File: src/source/apb5_pkg.sv
/*
 * APB5 subsystem shared definitions
 * Bus widths, queue depths, register map and queue payload types
 */
`default_nettype none

package apb5_pkg;

    localparam int ADDR_WIDTH  = 8;
    localparam int DATA_WIDTH  = 32;
    localparam int STRB_WIDTH  = 4;
    localparam int PROT_WIDTH  = 3;
    localparam int AUSER_WIDTH = 4;
    localparam int WUSER_WIDTH = 4;
    localparam int RUSER_WIDTH = 4;
    localparam int BUSER_WIDTH = 4;

    localparam int CMD_DEPTH = 4;
    localparam int RSP_DEPTH = 4;

    // Register map, index is byte address / 4
    localparam int REG_COUNT    = 16;
    localparam int REG_WAIT_CFG = 0;
    localparam int REG_DOORBELL = 1;
    // Writes from here up need PPROT[0]
    localparam int PROT_BASE    = 8;

    typedef struct packed {
        logic                   pwrite;
        logic [ADDR_WIDTH-1:0]  paddr;
        logic [DATA_WIDTH-1:0]  pwdata;
        logic [STRB_WIDTH-1:0]  pstrb;
        logic [PROT_WIDTH-1:0]  pprot;
        logic [AUSER_WIDTH-1:0] pauser;
        logic [WUSER_WIDTH-1:0] pwuser;
    } apb_cmd_t;

    typedef struct packed {
        logic                   pslverr;
        logic                   pwakeup;
        logic [DATA_WIDTH-1:0]  prdata;
        logic [RUSER_WIDTH-1:0] pruser;
        logic [BUSER_WIDTH-1:0] pbuser;
    } apb_rsp_t;

    // One XOR bit per data byte
    function automatic logic [STRB_WIDTH-1:0] byte_parity(input logic [DATA_WIDTH-1:0] data);
        logic [STRB_WIDTH-1:0] par;
        for (int i = 0; i < STRB_WIDTH; i++) begin
            par[i] = ^data[i*8 +: 8];
        end
        return par;
    endfunction

endpackage

`default_nettype wire

File: src/source/apb_fifo.sv
/*
 * Synchronous FIFO for any packed payload type
 * Circular buffer with registered not-full ready and occupancy count
 */
`default_nettype none

module apb_fifo #(
    parameter type payload_t = logic,
    parameter int  DEPTH     = 4
) (
    input  logic                         pclk,
    input  logic                         rst,
    input  logic                         wr_valid,
    output logic                         wr_ready,
    input  payload_t                     wr_data,
    output logic                         rd_valid,
    input  logic                         rd_ready,
    output payload_t                     rd_data,
    output logic [$clog2(DEPTH+1)-1:0]   count
);

    localparam int PTR_W = (DEPTH > 1) ? $clog2(DEPTH) : 1;
    localparam int CNT_W = $clog2(DEPTH+1);

    payload_t             mem [DEPTH];
    logic [PTR_W-1:0]     wr_ptr;
    logic [PTR_W-1:0]     rd_ptr;
    logic [CNT_W-1:0]     count_next;
    logic                 wr_fire;
    logic                 rd_fire;

    assign wr_fire    = wr_valid && wr_ready;
    assign rd_fire    = rd_valid && rd_ready;
    assign rd_valid   = (count != '0);
    assign rd_data    = mem[rd_ptr];
    assign count_next = count + CNT_W'(wr_fire) - CNT_W'(rd_fire);

    always_ff @(posedge pclk) begin
        if (rst) begin
            wr_ptr   <= '0;
            rd_ptr   <= '0;
            count    <= '0;
            wr_ready <= 1'b0;
        end else begin
            if (wr_fire) begin
                wr_ptr <= (wr_ptr == PTR_W'(DEPTH-1)) ? '0 : wr_ptr + 1'b1;
            end
            if (rd_fire) begin
                rd_ptr <= (rd_ptr == PTR_W'(DEPTH-1)) ? '0 : rd_ptr + 1'b1;
            end
            count    <= count_next;
            // Registered so it already reflects this edge's push and pop
            wr_ready <= (count_next != CNT_W'(DEPTH));
        end
    end

    // Payload storage
    always_ff @(posedge pclk) begin
        if (wr_fire) begin
            mem[wr_ptr] <= wr_data;
        end
    end

endmodule

`default_nettype wire

File: src/source/apb5_master.sv
/*
 * APB5 requester fed by a command queue, answering through a response queue
 * Runs IDLE/SETUP/ACCESS, generates and checks parity, tracks PWAKEUP
 */
`default_nettype none

module apb5_master (
    input  logic                               pclk,
    input  logic                               rst,

    input  logic                               cmd_valid,
    output logic                               cmd_ready,
    input  logic                               cmd_pwrite,
    input  logic [apb5_pkg::ADDR_WIDTH-1:0]    cmd_paddr,
    input  logic [apb5_pkg::DATA_WIDTH-1:0]    cmd_pwdata,
    input  logic [apb5_pkg::STRB_WIDTH-1:0]    cmd_pstrb,
    input  logic [apb5_pkg::PROT_WIDTH-1:0]    cmd_pprot,
    input  logic [apb5_pkg::AUSER_WIDTH-1:0]   cmd_pauser,
    input  logic [apb5_pkg::WUSER_WIDTH-1:0]   cmd_pwuser,

    output logic                               rsp_valid,
    input  logic                               rsp_ready,
    output logic [apb5_pkg::DATA_WIDTH-1:0]    rsp_prdata,
    output logic                               rsp_pslverr,
    output logic                               rsp_pwakeup,
    output logic [apb5_pkg::RUSER_WIDTH-1:0]   rsp_pruser,
    output logic [apb5_pkg::BUSER_WIDTH-1:0]   rsp_pbuser,

    output logic                               parity_error_rdata,
    output logic                               parity_error_ctrl,
    output logic                               wakeup_pending,

    output logic                               m_apb_PSEL,
    output logic                               m_apb_PENABLE,
    output logic [apb5_pkg::ADDR_WIDTH-1:0]    m_apb_PADDR,
    output logic                               m_apb_PWRITE,
    output logic [apb5_pkg::DATA_WIDTH-1:0]    m_apb_PWDATA,
    output logic [apb5_pkg::STRB_WIDTH-1:0]    m_apb_PSTRB,
    output logic [apb5_pkg::PROT_WIDTH-1:0]    m_apb_PPROT,
    output logic [apb5_pkg::AUSER_WIDTH-1:0]   m_apb_PAUSER,
    output logic [apb5_pkg::WUSER_WIDTH-1:0]   m_apb_PWUSER,
    output logic [apb5_pkg::STRB_WIDTH-1:0]    m_apb_PWDATAPARITY,
    output logic                               m_apb_PADDRPARITY,
    output logic                               m_apb_PCTRLPARITY,
    input  logic [apb5_pkg::DATA_WIDTH-1:0]    m_apb_PRDATA,
    input  logic                               m_apb_PREADY,
    input  logic                               m_apb_PSLVERR,
    input  logic [apb5_pkg::RUSER_WIDTH-1:0]   m_apb_PRUSER,
    input  logic [apb5_pkg::BUSER_WIDTH-1:0]   m_apb_PBUSER,
    input  logic                               m_apb_PWAKEUP,
    input  logic [apb5_pkg::STRB_WIDTH-1:0]    m_apb_PRDATAPARITY,
    input  logic                               m_apb_PREADYPARITY,
    input  logic                               m_apb_PSLVERRPARITY
);

    import apb5_pkg::*;

    typedef enum logic [1:0] {
        IDLE,
        SETUP,
        ACCESS
    } state_t;

    state_t                           state;
    state_t                           state_next;
    apb_cmd_t                         cmd_in;
    apb_cmd_t                         cmd_head;
    apb_rsp_t                         rsp_in;
    apb_rsp_t                         rsp_out;
    logic                             cmd_head_valid;
    logic [$clog2(CMD_DEPTH+1)-1:0]   cmd_count;
    logic [$clog2(RSP_DEPTH+1)-1:0]   rsp_count;
    logic                             rsp_room;
    logic                             complete;

    assign cmd_in = '{pwrite: cmd_pwrite, paddr: cmd_paddr, pwdata: cmd_pwdata,
                      pstrb: cmd_pstrb, pprot: cmd_pprot, pauser: cmd_pauser,
                      pwuser: cmd_pwuser};

    apb_fifo #(.payload_t(apb_cmd_t), .DEPTH(CMD_DEPTH)) u_cmd_fifo (
        .pclk     (pclk),
        .rst      (rst),
        .wr_valid (cmd_valid),
        .wr_ready (cmd_ready),
        .wr_data  (cmd_in),
        .rd_valid (cmd_head_valid),
        .rd_ready (complete),
        .rd_data  (cmd_head),
        .count    (cmd_count)
    );

    // Completion always has a slot, room was checked when the transfer started
    assign rsp_in = '{pslverr: m_apb_PSLVERR, pwakeup: m_apb_PWAKEUP, prdata: m_apb_PRDATA,
                      pruser: m_apb_PRUSER, pbuser: m_apb_PBUSER};

    apb_fifo #(.payload_t(apb_rsp_t), .DEPTH(RSP_DEPTH)) u_rsp_fifo (
        .pclk     (pclk),
        .rst      (rst),
        .wr_valid (complete),
        .wr_ready (rsp_room),
        .wr_data  (rsp_in),
        .rd_valid (rsp_valid),
        .rd_ready (rsp_ready),
        .rd_data  (rsp_out),
        .count    (rsp_count)
    );

    assign rsp_pslverr = rsp_out.pslverr;
    assign rsp_pwakeup = rsp_out.pwakeup;
    assign rsp_prdata  = rsp_out.prdata;
    assign rsp_pruser  = rsp_out.pruser;
    assign rsp_pbuser  = rsp_out.pbuser;

    // Request fields come straight off the queue head, stable until the pop
    assign m_apb_PSEL    = (state != IDLE);
    assign m_apb_PENABLE = (state == ACCESS);
    assign m_apb_PADDR   = cmd_head.paddr;
    assign m_apb_PWRITE  = cmd_head.pwrite;
    assign m_apb_PWDATA  = cmd_head.pwdata;
    assign m_apb_PSTRB   = cmd_head.pstrb;
    assign m_apb_PPROT   = cmd_head.pprot;
    assign m_apb_PAUSER  = cmd_head.pauser;
    assign m_apb_PWUSER  = cmd_head.pwuser;

    assign m_apb_PWDATAPARITY = byte_parity(cmd_head.pwdata);
    assign m_apb_PADDRPARITY  = ^cmd_head.paddr;
    assign m_apb_PCTRLPARITY  = ^{cmd_head.pwrite, cmd_head.pstrb, cmd_head.pprot};

    assign complete = (state == ACCESS) && m_apb_PREADY;

    // Response side parity, only meaningful on the completing cycle
    assign parity_error_rdata = complete &&
                                (byte_parity(m_apb_PRDATA) != m_apb_PRDATAPARITY);
    assign parity_error_ctrl  = complete && ((m_apb_PREADY != m_apb_PREADYPARITY) ||
                                             (m_apb_PSLVERR != m_apb_PSLVERRPARITY));

    always_comb begin
        state_next = state;
        case (state)
            IDLE: begin
                if (cmd_head_valid && rsp_room) begin
                    state_next = SETUP;
                end
            end
            SETUP: state_next = ACCESS;
            ACCESS: begin
                if (m_apb_PREADY) begin
                    // Back to back needs a second command and a second free slot
                    if (cmd_count > 1 && rsp_count < RSP_DEPTH - 1) begin
                        state_next = SETUP;
                    end else begin
                        state_next = IDLE;
                    end
                end
            end
            default: state_next = IDLE;
        endcase
    end

    always_ff @(posedge pclk) begin
        if (rst) begin
            state          <= IDLE;
            wakeup_pending <= 1'b0;
        end else begin
            state <= state_next;
            if (m_apb_PWAKEUP) begin
                wakeup_pending <= 1'b1;
            end else if (state_next == SETUP) begin
                wakeup_pending <= 1'b0;
            end
        end
    end

endmodule

`default_nettype wire

File: src/source/apb5_reg_slave.sv
/*
 * APB5 completer with a 16 x 32 register bank
 * Programmable wait states, protection and range errors, doorbell wakeup
 */
`default_nettype none

module apb5_reg_slave (
    input  logic                               pclk,
    input  logic                               rst,

    input  logic                               s_apb_PSEL,
    input  logic                               s_apb_PENABLE,
    input  logic [apb5_pkg::ADDR_WIDTH-1:0]    s_apb_PADDR,
    input  logic                               s_apb_PWRITE,
    input  logic [apb5_pkg::DATA_WIDTH-1:0]    s_apb_PWDATA,
    input  logic [apb5_pkg::STRB_WIDTH-1:0]    s_apb_PSTRB,
    input  logic [apb5_pkg::PROT_WIDTH-1:0]    s_apb_PPROT,
    input  logic [apb5_pkg::AUSER_WIDTH-1:0]   s_apb_PAUSER,
    input  logic [apb5_pkg::WUSER_WIDTH-1:0]   s_apb_PWUSER,
    input  logic [apb5_pkg::STRB_WIDTH-1:0]    s_apb_PWDATAPARITY,
    input  logic                               s_apb_PADDRPARITY,
    input  logic                               s_apb_PCTRLPARITY,
    output logic [apb5_pkg::DATA_WIDTH-1:0]    s_apb_PRDATA,
    output logic                               s_apb_PREADY,
    output logic                               s_apb_PSLVERR,
    output logic [apb5_pkg::RUSER_WIDTH-1:0]   s_apb_PRUSER,
    output logic [apb5_pkg::BUSER_WIDTH-1:0]   s_apb_PBUSER,
    output logic                               s_apb_PWAKEUP,
    output logic [apb5_pkg::STRB_WIDTH-1:0]    s_apb_PRDATAPARITY,
    output logic                               s_apb_PREADYPARITY,
    output logic                               s_apb_PSLVERRPARITY
);

    import apb5_pkg::*;

    localparam int IDX_W = $clog2(REG_COUNT);

    logic [DATA_WIDTH-1:0]    regs      [REG_COUNT];
    logic [RUSER_WIDTH-1:0]   wuser_mem [REG_COUNT];
    logic [BUSER_WIDTH-1:0]   auser_mem [REG_COUNT];
    logic [ADDR_WIDTH-3:0]    word_idx;
    logic [IDX_W-1:0]         reg_idx;
    logic [1:0]               wait_cnt;
    logic                     access;
    logic                     range_err;
    logic                     prot_err;
    logic                     parity_err;
    logic                     err;
    logic                     rd_ok;

    assign word_idx = s_apb_PADDR[ADDR_WIDTH-1:2];
    assign reg_idx  = word_idx[IDX_W-1:0];
    assign access   = s_apb_PSEL && s_apb_PENABLE;

    assign range_err  = (word_idx >= REG_COUNT);
    assign prot_err   = s_apb_PWRITE && (word_idx >= PROT_BASE) && !s_apb_PPROT[0];
    assign parity_err = (byte_parity(s_apb_PWDATA) != s_apb_PWDATAPARITY) ||
                        (^s_apb_PADDR != s_apb_PADDRPARITY) ||
                        (^{s_apb_PWRITE, s_apb_PSTRB, s_apb_PPROT} != s_apb_PCTRLPARITY);
    assign err        = range_err || prot_err || parity_err;

    // Wait count latched in setup, so a new WAIT_CFG applies from the next access
    always_ff @(posedge pclk) begin
        if (rst) begin
            wait_cnt <= '0;
        end else if (s_apb_PSEL && !s_apb_PENABLE) begin
            wait_cnt <= regs[REG_WAIT_CFG][1:0];
        end else if (access && wait_cnt != '0) begin
            wait_cnt <= wait_cnt - 1'b1;
        end
    end

    assign s_apb_PREADY = access && (wait_cnt == '0);

    always_ff @(posedge pclk) begin
        if (rst) begin
            for (int i = 0; i < REG_COUNT; i++) begin
                regs[i]      <= '0;
                wuser_mem[i] <= '0;
                auser_mem[i] <= '0;
            end
        end else if (s_apb_PREADY && !err) begin
            if (s_apb_PWRITE) begin
                for (int b = 0; b < STRB_WIDTH; b++) begin
                    if (s_apb_PSTRB[b]) begin
                        regs[reg_idx][b*8 +: 8] <= s_apb_PWDATA[b*8 +: 8];
                    end
                end
                // Writer attributes, returned on later reads
                wuser_mem[reg_idx] <= s_apb_PWUSER;
                auser_mem[reg_idx] <= s_apb_PAUSER;
            end else if (reg_idx == IDX_W'(REG_DOORBELL)) begin
                // Reading the doorbell acknowledges it
                regs[REG_DOORBELL] <= '0;
            end
        end
    end

    assign rd_ok        = access && !s_apb_PWRITE && !err;
    assign s_apb_PRDATA = rd_ok ? regs[reg_idx] : '0;
    assign s_apb_PRUSER = rd_ok ? wuser_mem[reg_idx] : '0;
    assign s_apb_PBUSER = rd_ok ? auser_mem[reg_idx] : '0;

    assign s_apb_PSLVERR = s_apb_PREADY && err;
    assign s_apb_PWAKEUP = (regs[REG_DOORBELL] != '0);

    assign s_apb_PRDATAPARITY  = byte_parity(s_apb_PRDATA);
    assign s_apb_PREADYPARITY  = s_apb_PREADY;
    assign s_apb_PSLVERRPARITY = s_apb_PSLVERR;

endmodule

`default_nettype wire

File: src/source/apb5_subsys_top.sv
/*
 * APB5 subsystem, requester and register completer on one internal bus
 */
`default_nettype none

module apb5_subsys_top (
    input  logic                               pclk,
    input  logic                               rst,

    input  logic                               cmd_valid,
    output logic                               cmd_ready,
    input  logic                               cmd_pwrite,
    input  logic [apb5_pkg::ADDR_WIDTH-1:0]    cmd_paddr,
    input  logic [apb5_pkg::DATA_WIDTH-1:0]    cmd_pwdata,
    input  logic [apb5_pkg::STRB_WIDTH-1:0]    cmd_pstrb,
    input  logic [apb5_pkg::PROT_WIDTH-1:0]    cmd_pprot,
    input  logic [apb5_pkg::AUSER_WIDTH-1:0]   cmd_pauser,
    input  logic [apb5_pkg::WUSER_WIDTH-1:0]   cmd_pwuser,

    output logic                               rsp_valid,
    input  logic                               rsp_ready,
    output logic [apb5_pkg::DATA_WIDTH-1:0]    rsp_prdata,
    output logic                               rsp_pslverr,
    output logic                               rsp_pwakeup,
    output logic [apb5_pkg::RUSER_WIDTH-1:0]   rsp_pruser,
    output logic [apb5_pkg::BUSER_WIDTH-1:0]   rsp_pbuser,

    output logic                               parity_error_rdata,
    output logic                               parity_error_ctrl,
    output logic                               wakeup_pending
);

    import apb5_pkg::*;

    // Internal APB5 bus, named after the requester's ports
    logic                     m_apb_PSEL;
    logic                     m_apb_PENABLE;
    logic                     m_apb_PWRITE;
    logic [ADDR_WIDTH-1:0]    m_apb_PADDR;
    logic [DATA_WIDTH-1:0]    m_apb_PWDATA;
    logic [STRB_WIDTH-1:0]    m_apb_PSTRB;
    logic [PROT_WIDTH-1:0]    m_apb_PPROT;
    logic [AUSER_WIDTH-1:0]   m_apb_PAUSER;
    logic [WUSER_WIDTH-1:0]   m_apb_PWUSER;
    logic [STRB_WIDTH-1:0]    m_apb_PWDATAPARITY;
    logic                     m_apb_PADDRPARITY;
    logic                     m_apb_PCTRLPARITY;
    logic [DATA_WIDTH-1:0]    m_apb_PRDATA;
    logic                     m_apb_PREADY;
    logic                     m_apb_PSLVERR;
    logic [RUSER_WIDTH-1:0]   m_apb_PRUSER;
    logic [BUSER_WIDTH-1:0]   m_apb_PBUSER;
    logic                     m_apb_PWAKEUP;
    logic [STRB_WIDTH-1:0]    m_apb_PRDATAPARITY;
    logic                     m_apb_PREADYPARITY;
    logic                     m_apb_PSLVERRPARITY;

    // Every requester port has a same-named port or net here
    apb5_master u_master (.*);

    apb5_reg_slave u_slave (
        .pclk                (pclk),
        .rst                 (rst),
        .s_apb_PSEL          (m_apb_PSEL),
        .s_apb_PENABLE       (m_apb_PENABLE),
        .s_apb_PADDR         (m_apb_PADDR),
        .s_apb_PWRITE        (m_apb_PWRITE),
        .s_apb_PWDATA        (m_apb_PWDATA),
        .s_apb_PSTRB         (m_apb_PSTRB),
        .s_apb_PPROT         (m_apb_PPROT),
        .s_apb_PAUSER        (m_apb_PAUSER),
        .s_apb_PWUSER        (m_apb_PWUSER),
        .s_apb_PWDATAPARITY  (m_apb_PWDATAPARITY),
        .s_apb_PADDRPARITY   (m_apb_PADDRPARITY),
        .s_apb_PCTRLPARITY   (m_apb_PCTRLPARITY),
        .s_apb_PRDATA        (m_apb_PRDATA),
        .s_apb_PREADY        (m_apb_PREADY),
        .s_apb_PSLVERR       (m_apb_PSLVERR),
        .s_apb_PRUSER        (m_apb_PRUSER),
        .s_apb_PBUSER        (m_apb_PBUSER),
        .s_apb_PWAKEUP       (m_apb_PWAKEUP),
        .s_apb_PRDATAPARITY  (m_apb_PRDATAPARITY),
        .s_apb_PREADYPARITY  (m_apb_PREADYPARITY),
        .s_apb_PSLVERRPARITY (m_apb_PSLVERRPARITY)
    );

endmodule

`default_nettype wire

File: config.mk
export PLATFORM = sky130hd
export DESIGN_NAME = apb5_subsys_top
export DESIGN_NICKNAME = d
export VERILOG_FILES = /design/src/source/apb5_pkg.sv /design/src/source/apb_fifo.sv /design/src/source/apb5_master.sv /design/src/source/apb5_reg_slave.sv /design/src/source/apb5_subsys_top.sv
export SDC_FILE = /design/constraint.sdc
export NUM_CORES = 1
export LEC_CHECK = 0
export BUFFER_PORTS_ARGS = -buffer_cell sky130_fd_sc_hd__buf_2
export CAP_MARGIN = 20
export CORE_ASPECT_RATIO = 0.8
export CORE_MARGIN = 10
export CORE_UTILIZATION = 42
export CTS_BUF_LIST = sky130_fd_sc_hd__clkbuf_16
export DETAILED_ROUTE_END_ITERATION = 10
export SLEW_MARGIN = 20
export SYNTH_ARGS = -nofsm -noshare
export SYNTH_HDL_FRONTEND = slang
export SYNTH_SLANG_ARGS = --single-unit
File: constraint.sdc
create_clock -name pclk -period 4.8 [get_ports pclk]
set_input_delay 0.96 -clock pclk [delete_from_list [all_inputs] [get_ports pclk]]
set_output_delay 0.96 -clock pclk [all_outputs]
set_load 0.005 [all_outputs]
==> flow_summary_export.csv, run 1 <==
group,metric,value,unit
outcome,status,"complete, no violations",
timing,tightestPinTransition,1.22,ns
layout,area_growth,13.5,%
global_routing,grt_pass1_wl,166,mm
layout,nNetsFinal,3407,
setup_path,cp-start-kind,"register",
yosys,synthDistinctLibCells,52,
clock_tree,clkSinkCount,1041,
yosys,synth_flop_cell,"edfxtp_1",
setup_path,cpPeakStageDelay,1.04,ns
yosys,syn_inst,3182,
clock_tree,cts_htree_levels,3,
pwr,p_leak,17.6,nW
floorplan,die-area,0.118,mm2
floorplan,initial_core_util,0.422,
pwr,swShare,0.239,
yosys,synth-compound-area-share,0.0270,
yosys,synthAdderAreaFrac,0.00602,
setup_path,crit_type,"register to register",
floorplan,die_height,310,um
yosys,synthXorXnorAreaFrac,0.000596,
global_routing,grt_pass1_vias,25500,
detailed_routing,drt_first_pass_iters,8,
timing,rsz0062_at_grt,"false",
floorplan,die_x,382,um
floorplan,row_count,106,
yosys,ys_ff_latch,1041,
detailed_routing,wl_met2,46.8,mm
timing,fin_setup_tns,0,ns
timing,setup_violations,0,
timing,min_period,3.91,ns
min_path,hp-class,"input port to register",
floorplan,pin_count,107,
pwr,intPower,0.0155,W
detailed_routing,drtAntennaViolNets,0,
setup_path,endpoint_kind,"register",
timing,timing.final.crit_share,0.814,
clock_tree,cts_tree,"built",
yosys,ys_seq_area_frac,0.703,
yosys,synth_edf_count,1016,
timing,clock_skew,0.0409,ns
pwr,clkPwrFrac,0.394,
clock_tree,post_cts_resized,0,
clock_tree,cts_buffers,104,
pwr,peakVddDrop,270,uV
pwr,seqPwrFrac,0.515,
placement,post_dp_cell_area,0.0467,mm2
global_routing,grt_max_degree,81,
clock_tree,post_cts_buffers,0,
detailed_routing,routed_wl,111,mm
pwr,total_power,0.0203,W
detailed_routing,met3WireLength,9.23,mm
placement,place.port_buffers,100,
pwr,combPwrFrac,0.091,
timing,max_freq,256,MHz
layout,drive_above_1_share,0.190,
placement,place_congestion,0.819,
clock_tree,path_clk_slew,0.06,ns
global_routing,antenna_found_initial,9,
setup_path,crit_fanout,64,
clock_tree,hold_buffers,0,
yosys,syn_area_per_cell,13.9,um2
yosys,synth_top_family_by_area,"simple AND/OR/NAND/NOR gates",
clock_tree,clock_path_buffers,3,
detailed_routing,drt-vias-per-instance,5.41,
yosys,synthArstFlopShare,0,
detailed_routing,num_vias,26100,
clock_tree,cts-root-buf,"clkbuf_16",
clock_tree,insertion_delay,0.71,ns
timing,max_slew_margin,0.180,
setup_path,worstPathCellList,"buf_4, mux4_4, buf_12, mux2_2, o22ai_1, o311ai_0",
setup_path,crit_path_top_delay_cell,"o311ai_0",
setup_path,cpLargestDelayFamily,"multiplexers",
global_routing,overflow,0,
setup_path,critical_path_arrival,4.21,ns
pwr,p_switching,0.00485,W
detailed_routing,route.top_layer_used,"met5",
run,drv_cap,0,
yosys,synthSimpleGateAreaFrac,0.125,
layout,postLayoutCoreUtil,0.479,
yosys,yosys_warnings,0,
placement,hpwl,72.5,mm
yosys,synth_area,0.0441,mm2
setup_path,worstPathRequired,5.11,ns
global_routing,grt_use_total,0.186,
pwr,p_per_area,406,mW/mm2
yosys,synthMuxAreaShare,0.117,
layout,design_area,0.0500,mm2
setup_path,cp_num_buf_inv,2,
detailed_routing,avgRoutedWirePerCell,23.1,um
detailed_routing,wl_met1,52.5,mm
detailed_routing,drc,0,
timing,hold_viol,0,
timing,slew_viol_final,0,
detailed_routing,drt_iter0_drc,2526,
floorplan,core,0.104,mm2
cells in the final DEF, fill, tap and decap left out, types with 11 or more instances in the layout:
cell | netlist | layout
edfxtp_1 | 1016 | 1016
nor2_1 | 663 | 662
nand2_1 | 317 | 317
mux2i_1 | 221 | 221
mux2_2 | 154 | 153
buf_4 | 7 | 140
clkbuf_16 | 0 | 106
buf_2 | 54 | 99
nand3_1 | 89 | 89
nand2b_1 | 78 | 78
mux4_2 | 53 | 51
and3_1 | 56 | 48
o21ai_1 | 40 | 41
o21ai_0 | 40 | 39
o22ai_1 | 33 | 33
inv_1 | 16 | 32
clkinv_1 | 0 | 27
dfxtp_1 | 25 | 22
clkinv_2 | 0 | 21
o311ai_0 | 23 | 19
ha_1 | 18 | 18
nand2_2 | 15 | 15
o311ai_1 | 9 | 13
a21oi_1 | 11 | 11
routing by layer:
layer	vias up	track usage
li1	11900	-
met1	13000	0.284
met2	935	0.263
met3	173	0.0432
met4	12	0.0522
met5	-	0
path summary, 6_finish.rpt:
check,depth (start not counted),start,endpoint,slack [ns]
max,6,register,u_master.u_rsp_fifo.mem[1][5],0.89
min,1,cmd_pwdata[0],u_master.u_cmd_fifo.mem[1][15],0.47
min reg2reg,2,u_master.u_rsp_fifo.rd_ptr[1],register,0.48
max reg2reg,6,register,u_master.u_rsp_fifo.mem[1][5],0.89
cells by family (layout without fill, tap and decap cells):
| family | count (synthesis) | after routing |
|---|---|---|
| mux | 428 | 428 |
| compound gates | 185 | 185 |
| buf+inv | 223 | 453 |
| xor+xnor | 3 | 3 |
| flops | 1041 | 1041 |
| other cells | 1 | 3 |
| fa+ha+maj | 20 | 20 |
| simple gates | 1281 | 1281 |
state kept, by name (all words and copies together), names as in the netlist, 3 cells and up, named ones only:
| name | cells |
|---|---|
| u_slave.regs | 512 |
| u_master.u_cmd_fifo.mem | 208 |
| u_master.u_rsp_fifo.mem | 168 |
| u_slave.auser_mem | 64 |
| u_slave.wuser_mem | 64 |
| u_master.u_cmd_fifo.count | 3 |
| u_master.u_rsp_fifo.count | 3 |
power by group through the flow:
stage	Sequential (W)	Clock, W	Combinational [W]
final	0.0104	0.00800	0.00185
after global routing	0.0105	0.00853	0.00200
after CTS	0.0105	0.00816	0.00186
after detailed placement	0.0107	0	0.00186
after global placement	0.0106	0	0.00184
after floorplan	0.0105	0	0.00122
through the flow:
| stage | hold slack, ns | setup WS [ns] | instances |
|---|---|---|---|
| 6_report | 0.472 | 0.893 | 4818 |
| 5_1_grt | 0.435 | 0.774 | 4818 |
| 2_1_floorplan | 0.454 | 2.02 | 3183 |
| 3_3_place_gp | 0.467 | 0.947 | 4625 |
| 3_5_place_dp | 0.477 | 0.940 | 4625 |
| 4_1_cts | 0.414 | 0.911 | 4817 |
area by class of cell:
type / instances / area, um2
inverters: 17 / 63.8
fillers: 9179 / 54300
repair buffers: 244 / 1650
diodes: 1 / 2.50
clock buffers: 106 / 2650
flip-flops and latches: 1041 / 31000
multi-input cells: 1919 / 12200
clock inverters: 86 / 699
well taps: 1404 / 1760
Yosys cell counts, types with 12 or more instances:
cell / number / share of area
nor2_1: 663 / 0.056
mux2i_1: 221 / 0.050
inv_1: 16 / 0.0014
o21ai_0: 40 / 0.0045
buf_2: 54 / 0.0061
o21ai_1: 40 / 0.0045
nand2_2: 15 / 0.0021
nand3_1: 89 / 0.010
o311ai_0: 23 / 0.0046
mux2_2: 154 / 0.039
edfxtp_1: 1016 / 0.69
dfxtp_1: 25 / 0.011
and3_1: 56 / 0.0079
clkbuf_1: 128 / 0.011
nand2_1: 317 / 0.027
nand2b_1: 78 / 0.011
buf_1: 16 / 0.0014
o22ai_1: 33 / 0.0047
mux4_2: 53 / 0.027
nor3_1: 12 / 0.0014
ha_1: 18 / 0.0051
No activity file was read; power rests on OpenSTA's default activity.
==> run 2: changes to the inputs <==
clock period = 3.8 ns   (was 4.8 ns; I/O delays follow)
==> flow_summary_export.csv, run 2 (synthesis results as in run 1) <==
group,metric,value,unit
outcome,status,"complete, no violations",
pwr,clkPwrFrac,0.388,
floorplan,core,0.104,mm2
setup_path,crit_fanout,32,
pwr,p_per_area,506,mW/mm2
global_routing,grt_use_total,0.185,
pwr,seqPwrFrac,0.517,
placement,hpwl,73.9,mm
clock_tree,hold_buffers,0,
global_routing,antenna_found_initial,8,
detailed_routing,drtAntennaViolNets,0,
timing,timing.final.crit_share,0.945,
floorplan,die_x,382,um
timing,max_slew_margin,0.248,
detailed_routing,drc,0,
clock_tree,post_cts_buffers,0,
layout,layout_common_cells,"1016 x edfxtp_1, 662 x nor2_1, 317 x nand2_1",
global_routing,grt_max_degree,81,
clock_tree,cts-root-buf,"clkbuf_16",
timing,fin_setup_tns,0,ns
detailed_routing,drt-vias-per-instance,5.42,
setup_path,crit_type,"register to register",
placement,placed_cells,4653,
timing,slew_viol_final,0,
clock_tree,cts_htree_levels,3,
timing,setup_slack,0.207,ns
global_routing,grt_pass1_vias,25900,
placement,pre_cts_slack,0.283,ns
timing,holdWs,0.286,ns
floorplan,die-area,0.118,mm2
pwr,combPwrFrac,0.095,
timing,min_period,3.59,ns
layout,regMostFlops,"u_slave.regs",
setup_path,critical_path_arrival,4.12,ns
layout,largestRegisters,"u_slave.regs (512), u_master.u_cmd_fifo.mem (208), u_master.u_rsp_fifo.mem (168)",
min_path,hp-class,"input port to register",
placement,post_dp_cell_area,0.0470,mm2
global_routing,grt_pass1_wl,165,mm
timing,tightestPinTransition,1.11,ns
timing,clock_skew,0.0308,ns
layout,largest_reg_flops,512,
clock_tree,cts_tree,"built",
run,drv_cap,0,
floorplan,row_count,106,
min_path,worstHoldStart,"cmd_pwdata[8]",
detailed_routing,routed_wl,111,mm
setup_path,cp-start-kind,"register",
layout,drive_above_1_share,0.195,
clock_tree,clkSinkCount,1041,
detailed_routing,avgRoutedWirePerCell,23.0,um
detailed_routing,drt_first_pass_iters,6,
detailed_routing,num_vias,26200,
timing,rsz0062_at_grt,"false",
detailed_routing,drt_iter0_drc,2780,
layout,nNetsFinal,3436,
pwr,intPower,0.0193,W
layout,finalNonFillerCells,4843,
clock_tree,path_clk_slew,0.07,ns
pwr,swShare,0.240,
clock_tree,clock_path_buffers,3,
pwr,peakVddDrop,362,uV
placement,place_congestion,0.823,
global_routing,overflow,0,
timing,setup_violations,0,
pwr,p_switching,0.00610,W
layout,layout_commonest_cell,"edfxtp_1",
setup_path,endpoint_kind,"register",
clock_tree,post_cts_resized,0,
layout,area_growth,13.9,%
floorplan,pin_count,107,
pwr,p_leak,17.7,nW
floorplan,initial_core_util,0.422,
clock_tree,cts_buffers,105,
setup_path,worstPathRequired,4.33,ns
timing,hold_viol,0,
layout,design_area,0.0502,mm2
placement,place.port_buffers,100,
timing,max_freq,278,MHz
floorplan,die_height,310,um
clock_tree,insertion_delay,0.70,ns
[run 2: critical path: stages, from the launching register on]
cell      delay [ns]
dfxtp_1         0.50
buf_4           0.25
mux4_4          0.97
buf_12          0.30
buf_4           0.22
mux2_2          0.24
o22ai_1         0.07
o311ai_1        0.57
buf_4           0.27
[run 2: metal layers]
metal	routed length [um]	up-vias	GRT usage
met5	66	-	0
met4	2290	12	0.0431
met3	9190	172	0.0410
met2	47000	971	0.265
met1	52700	13100	0.283
li1	-	12000	-
[run 2: layout make-up]
cell class | instances | area, um2
antenna | 1 | 2.50
timing repair buffer | 272 | 1930
clock buffer | 107 | 2680
fill | 9093 | 54200
inverter | 17 | 63.8
sequential | 1041 | 31000
multi-input combinational | 1919 | 12200
clock inverter | 82 | 573
tap | 1404 | 1760
[run 2: final timing paths]
path,end,slack (ns),cells after the start
worst max register to register,u_master.u_rsp_fifo.mem[3][33],0.21,8
worst min-delay path,u_master.u_cmd_fifo.mem[2][23],0.29,1
worst min register to register,register,0.48,2
worst max-delay path,u_master.u_rsp_fifo.mem[3][33],0.21,8
[run 2: power groups by stage]
| stage | Clock, W | Sequential, W | Combinational, W |
|---|---|---|---|
| global route | 0.0105 | 0.0132 | 0.00261 |
| floorplan | 0 | 0.0133 | 0.00155 |
| global placement | 0 | 0.0134 | 0.00241 |
| finish | 0.00985 | 0.0131 | 0.00242 |
| detailed placement | 0 | 0.0134 | 0.00243 |
| CTS | 0.0100 | 0.0131 | 0.00243 |
[run 2: through the flow]
| stage | util | total power (W) |
|---|---|---|
| after CTS | 0.481 | 0.0256 |
| after global placement | 0.450 | 0.0158 |
| after floorplan | - | 0.0148 |
| after detailed placement | 0.450 | 0.0158 |
| after global routing | 0.481 | 0.0263 |
| final | 0.481 | 0.0254 |
==> run 3: changes to the inputs <==
BUFFER_PORTS_ARGS = -buffer_cell sky130_fd_sc_hd__clkbuf_2   (was -buffer_cell sky130_fd_sc_hd__buf_2)
==> flow_summary_export.csv, run 3 (synthesis results as in run 1) <==
group,metric,value,unit
timing,setup_violations,0,
timing,max_slew_margin,0.253,
outcome,status,"complete, no violations",
floorplan,pin_count,107,
layout,postLayoutCoreUtil,0.481,
setup_path,worstPathRequired,4.14,ns
placement,pre_cts_slack,0.198,ns
setup_path,reg2reg_slack,0.36,ns
global_routing,grt_pass1_vias,25900,
setup_path,crit_type,"register to register",
timing,holdWs,0.287,ns
setup_path,cpLargestDelayFamily,"multiplexers",
setup_path,crit_cells,6,
clock_tree,cts_tree,"built",
floorplan,row_count,106,
timing,tightestPinTransition,1.12,ns
detailed_routing,drt-vias-per-instance,5.41,
detailed_routing,drt_iter0_drc,2365,
layout,largestRegisters,"u_slave.regs (512), u_master.u_cmd_fifo.mem (208), u_master.u_rsp_fifo.mem (168)",
setup_path,timing.reg2reg.worst_path_depth,6,
detailed_routing,drtAntennaViolNets,0,
clock_tree,cts-root-buf,"clkbuf_16",
detailed_routing,drc,0,
global_routing,antenna_found_initial,7,
global_routing,grt_max_degree,87,
floorplan,core,0.104,mm2
placement,place_congestion,0.834,
floorplan,die_x,382,um
detailed_routing,drt_first_pass_iters,5,
global_routing,overflow,0,
floorplan,die_height,310,um
layout,nNetsFinal,3428,
timing,timing.final.crit_share,0.904,
setup_path,cp-start-kind,"register",
clock_tree,clock_path_buffers,3,
min_path,holdPathStages,1,
setup_path,critical_path_arrival,3.77,ns
layout,largest_reg_flops,512,
timing,min_period,3.44,ns
clock_tree,insertion_delay,0.70,ns
layout,drive_above_1_share,0.192,
setup_path,worstPathCellList,"buf_4, mux4_4, buf_12, mux2_2, o21ai_0, o311ai_1",
layout,area_growth,13.8,%
detailed_routing,num_vias,26100,
pwr,p_leak,17.8,nW
timing,fin_setup_tns,0,ns
placement,hpwl,72.5,mm
timing,clock_skew,0.0393,ns
run,drv_cap,0,
placement,place.port_buffers,100,
detailed_routing,avgRoutedWirePerCell,22.9,um
pwr,p_per_area,506,mW/mm2
timing,hold_viol,0,
timing,setup_slack,0.365,ns
setup_path,crit_fanout,28,
timing,rsz0062_at_grt,"false",
floorplan,initial_core_util,0.422,
global_routing,grt_use_total,0.185,
setup_path,endpoint_kind,"register",
clock_tree,cts_htree_levels,3,
detailed_routing,routed_wl,111,mm
setup_path,cpPeakStageDelay,0.94,ns
timing,max_freq,291,MHz
clock_tree,cts_buffers,101,
setup_path,cp_num_buf_inv,2,
clock_tree,clkSinkCount,1041,
layout,regMostFlops,"u_slave.regs",
floorplan,die-area,0.118,mm2
pwr,peakVddDrop,336,uV
timing,slew_viol_final,0,
clock_tree,path_clk_slew,0.06,ns
layout,layout_commonest_cell,"edfxtp_1",
min_path,hp-class,"input port to register",
clock_tree,hold_buffers,0,
setup_path,crit_path_top_delay_cell,"mux4_4",
global_routing,grt_pass1_wl,165,mm
layout,layout_common_cells,"1016 x edfxtp_1, 662 x nor2_1, 317 x nand2_1",
run 3: changes by cell type in the layout (fill, tap and decap cells not counted), moves of 3 or more:
cell       delta
buf_12        +3
buf_2        -99
buf_4         -7
bufinv_16     +6
clkbuf_16     -6
clkbuf_2     +99
clkinv_2      -4
clkinv_8      -3
o311ai_0      -3
o311ai_1      +3
run 3: worst paths after layout:
| path | to | from |
|---|---|---|
| min reg2reg | register | u_master.u_rsp_fifo.rd_ptr[1] |
| min | u_master.u_cmd_fifo.mem[0][27] | cmd_pwdata[12] |
| max reg2reg | u_master.u_rsp_fifo.mem[2][31] | register |
| max | u_master.u_rsp_fifo.mem[2][31] | register |
run 3: area by class of cell:
class	instances	area, um2
clock buffers	101	2530
well taps	1404	1760
repair buffers	268	1940
inverters	17	63.8
diodes	1	2.50
fillers	9178	54200
flip-flops and latches	1041	31000
clock inverters	79	656
multi-input cells	1919	12200
run 3: repair_timing:
item                       CTS  global route
setup endpoints to repair    0             4
gates resized for setup      0             1
buffers inserted             0             0
run 3: per-layer routing:
metal	up-vias	part of all wire	GRT usage
met5	-	0.00041	0
met4	8	0.023	0.0467
met3	169	0.088	0.0481
met2	912	0.42	0.264
met1	13100	0.47	0.278
li1	11900	-	-
run 3: power breakdown:
part / leakage, nW / total [W] / switching [W] / internal [W]
logic: 6.15 / 0.00240 / 0.00153 / 0.000866
clock network: 1.65 / 0.00984 / 0.00423 / 0.00561
registers: 9.95 / 0.0132 / 0.000224 / 0.0129
run 3: stage by stage:
stage	cell area [um2]	cells	total power [W]
after floorplan	44100	3183	0.0148
after global placement	47000	4649	0.0158
after detailed placement	47000	4649	0.0158
after CTS	50200	4829	0.0256
after global routing	50200	4829	0.0263
final	50200	4830	0.0254
run 3: worst reg2reg max path: cells and delay by family, from the launching register on:
kind	cells	cell delay (ns)
DFF	1	0.38
buffers and inverters	2	0.53
muxes	2	1.20
AOI/OAI and AO/OA	2	0.99
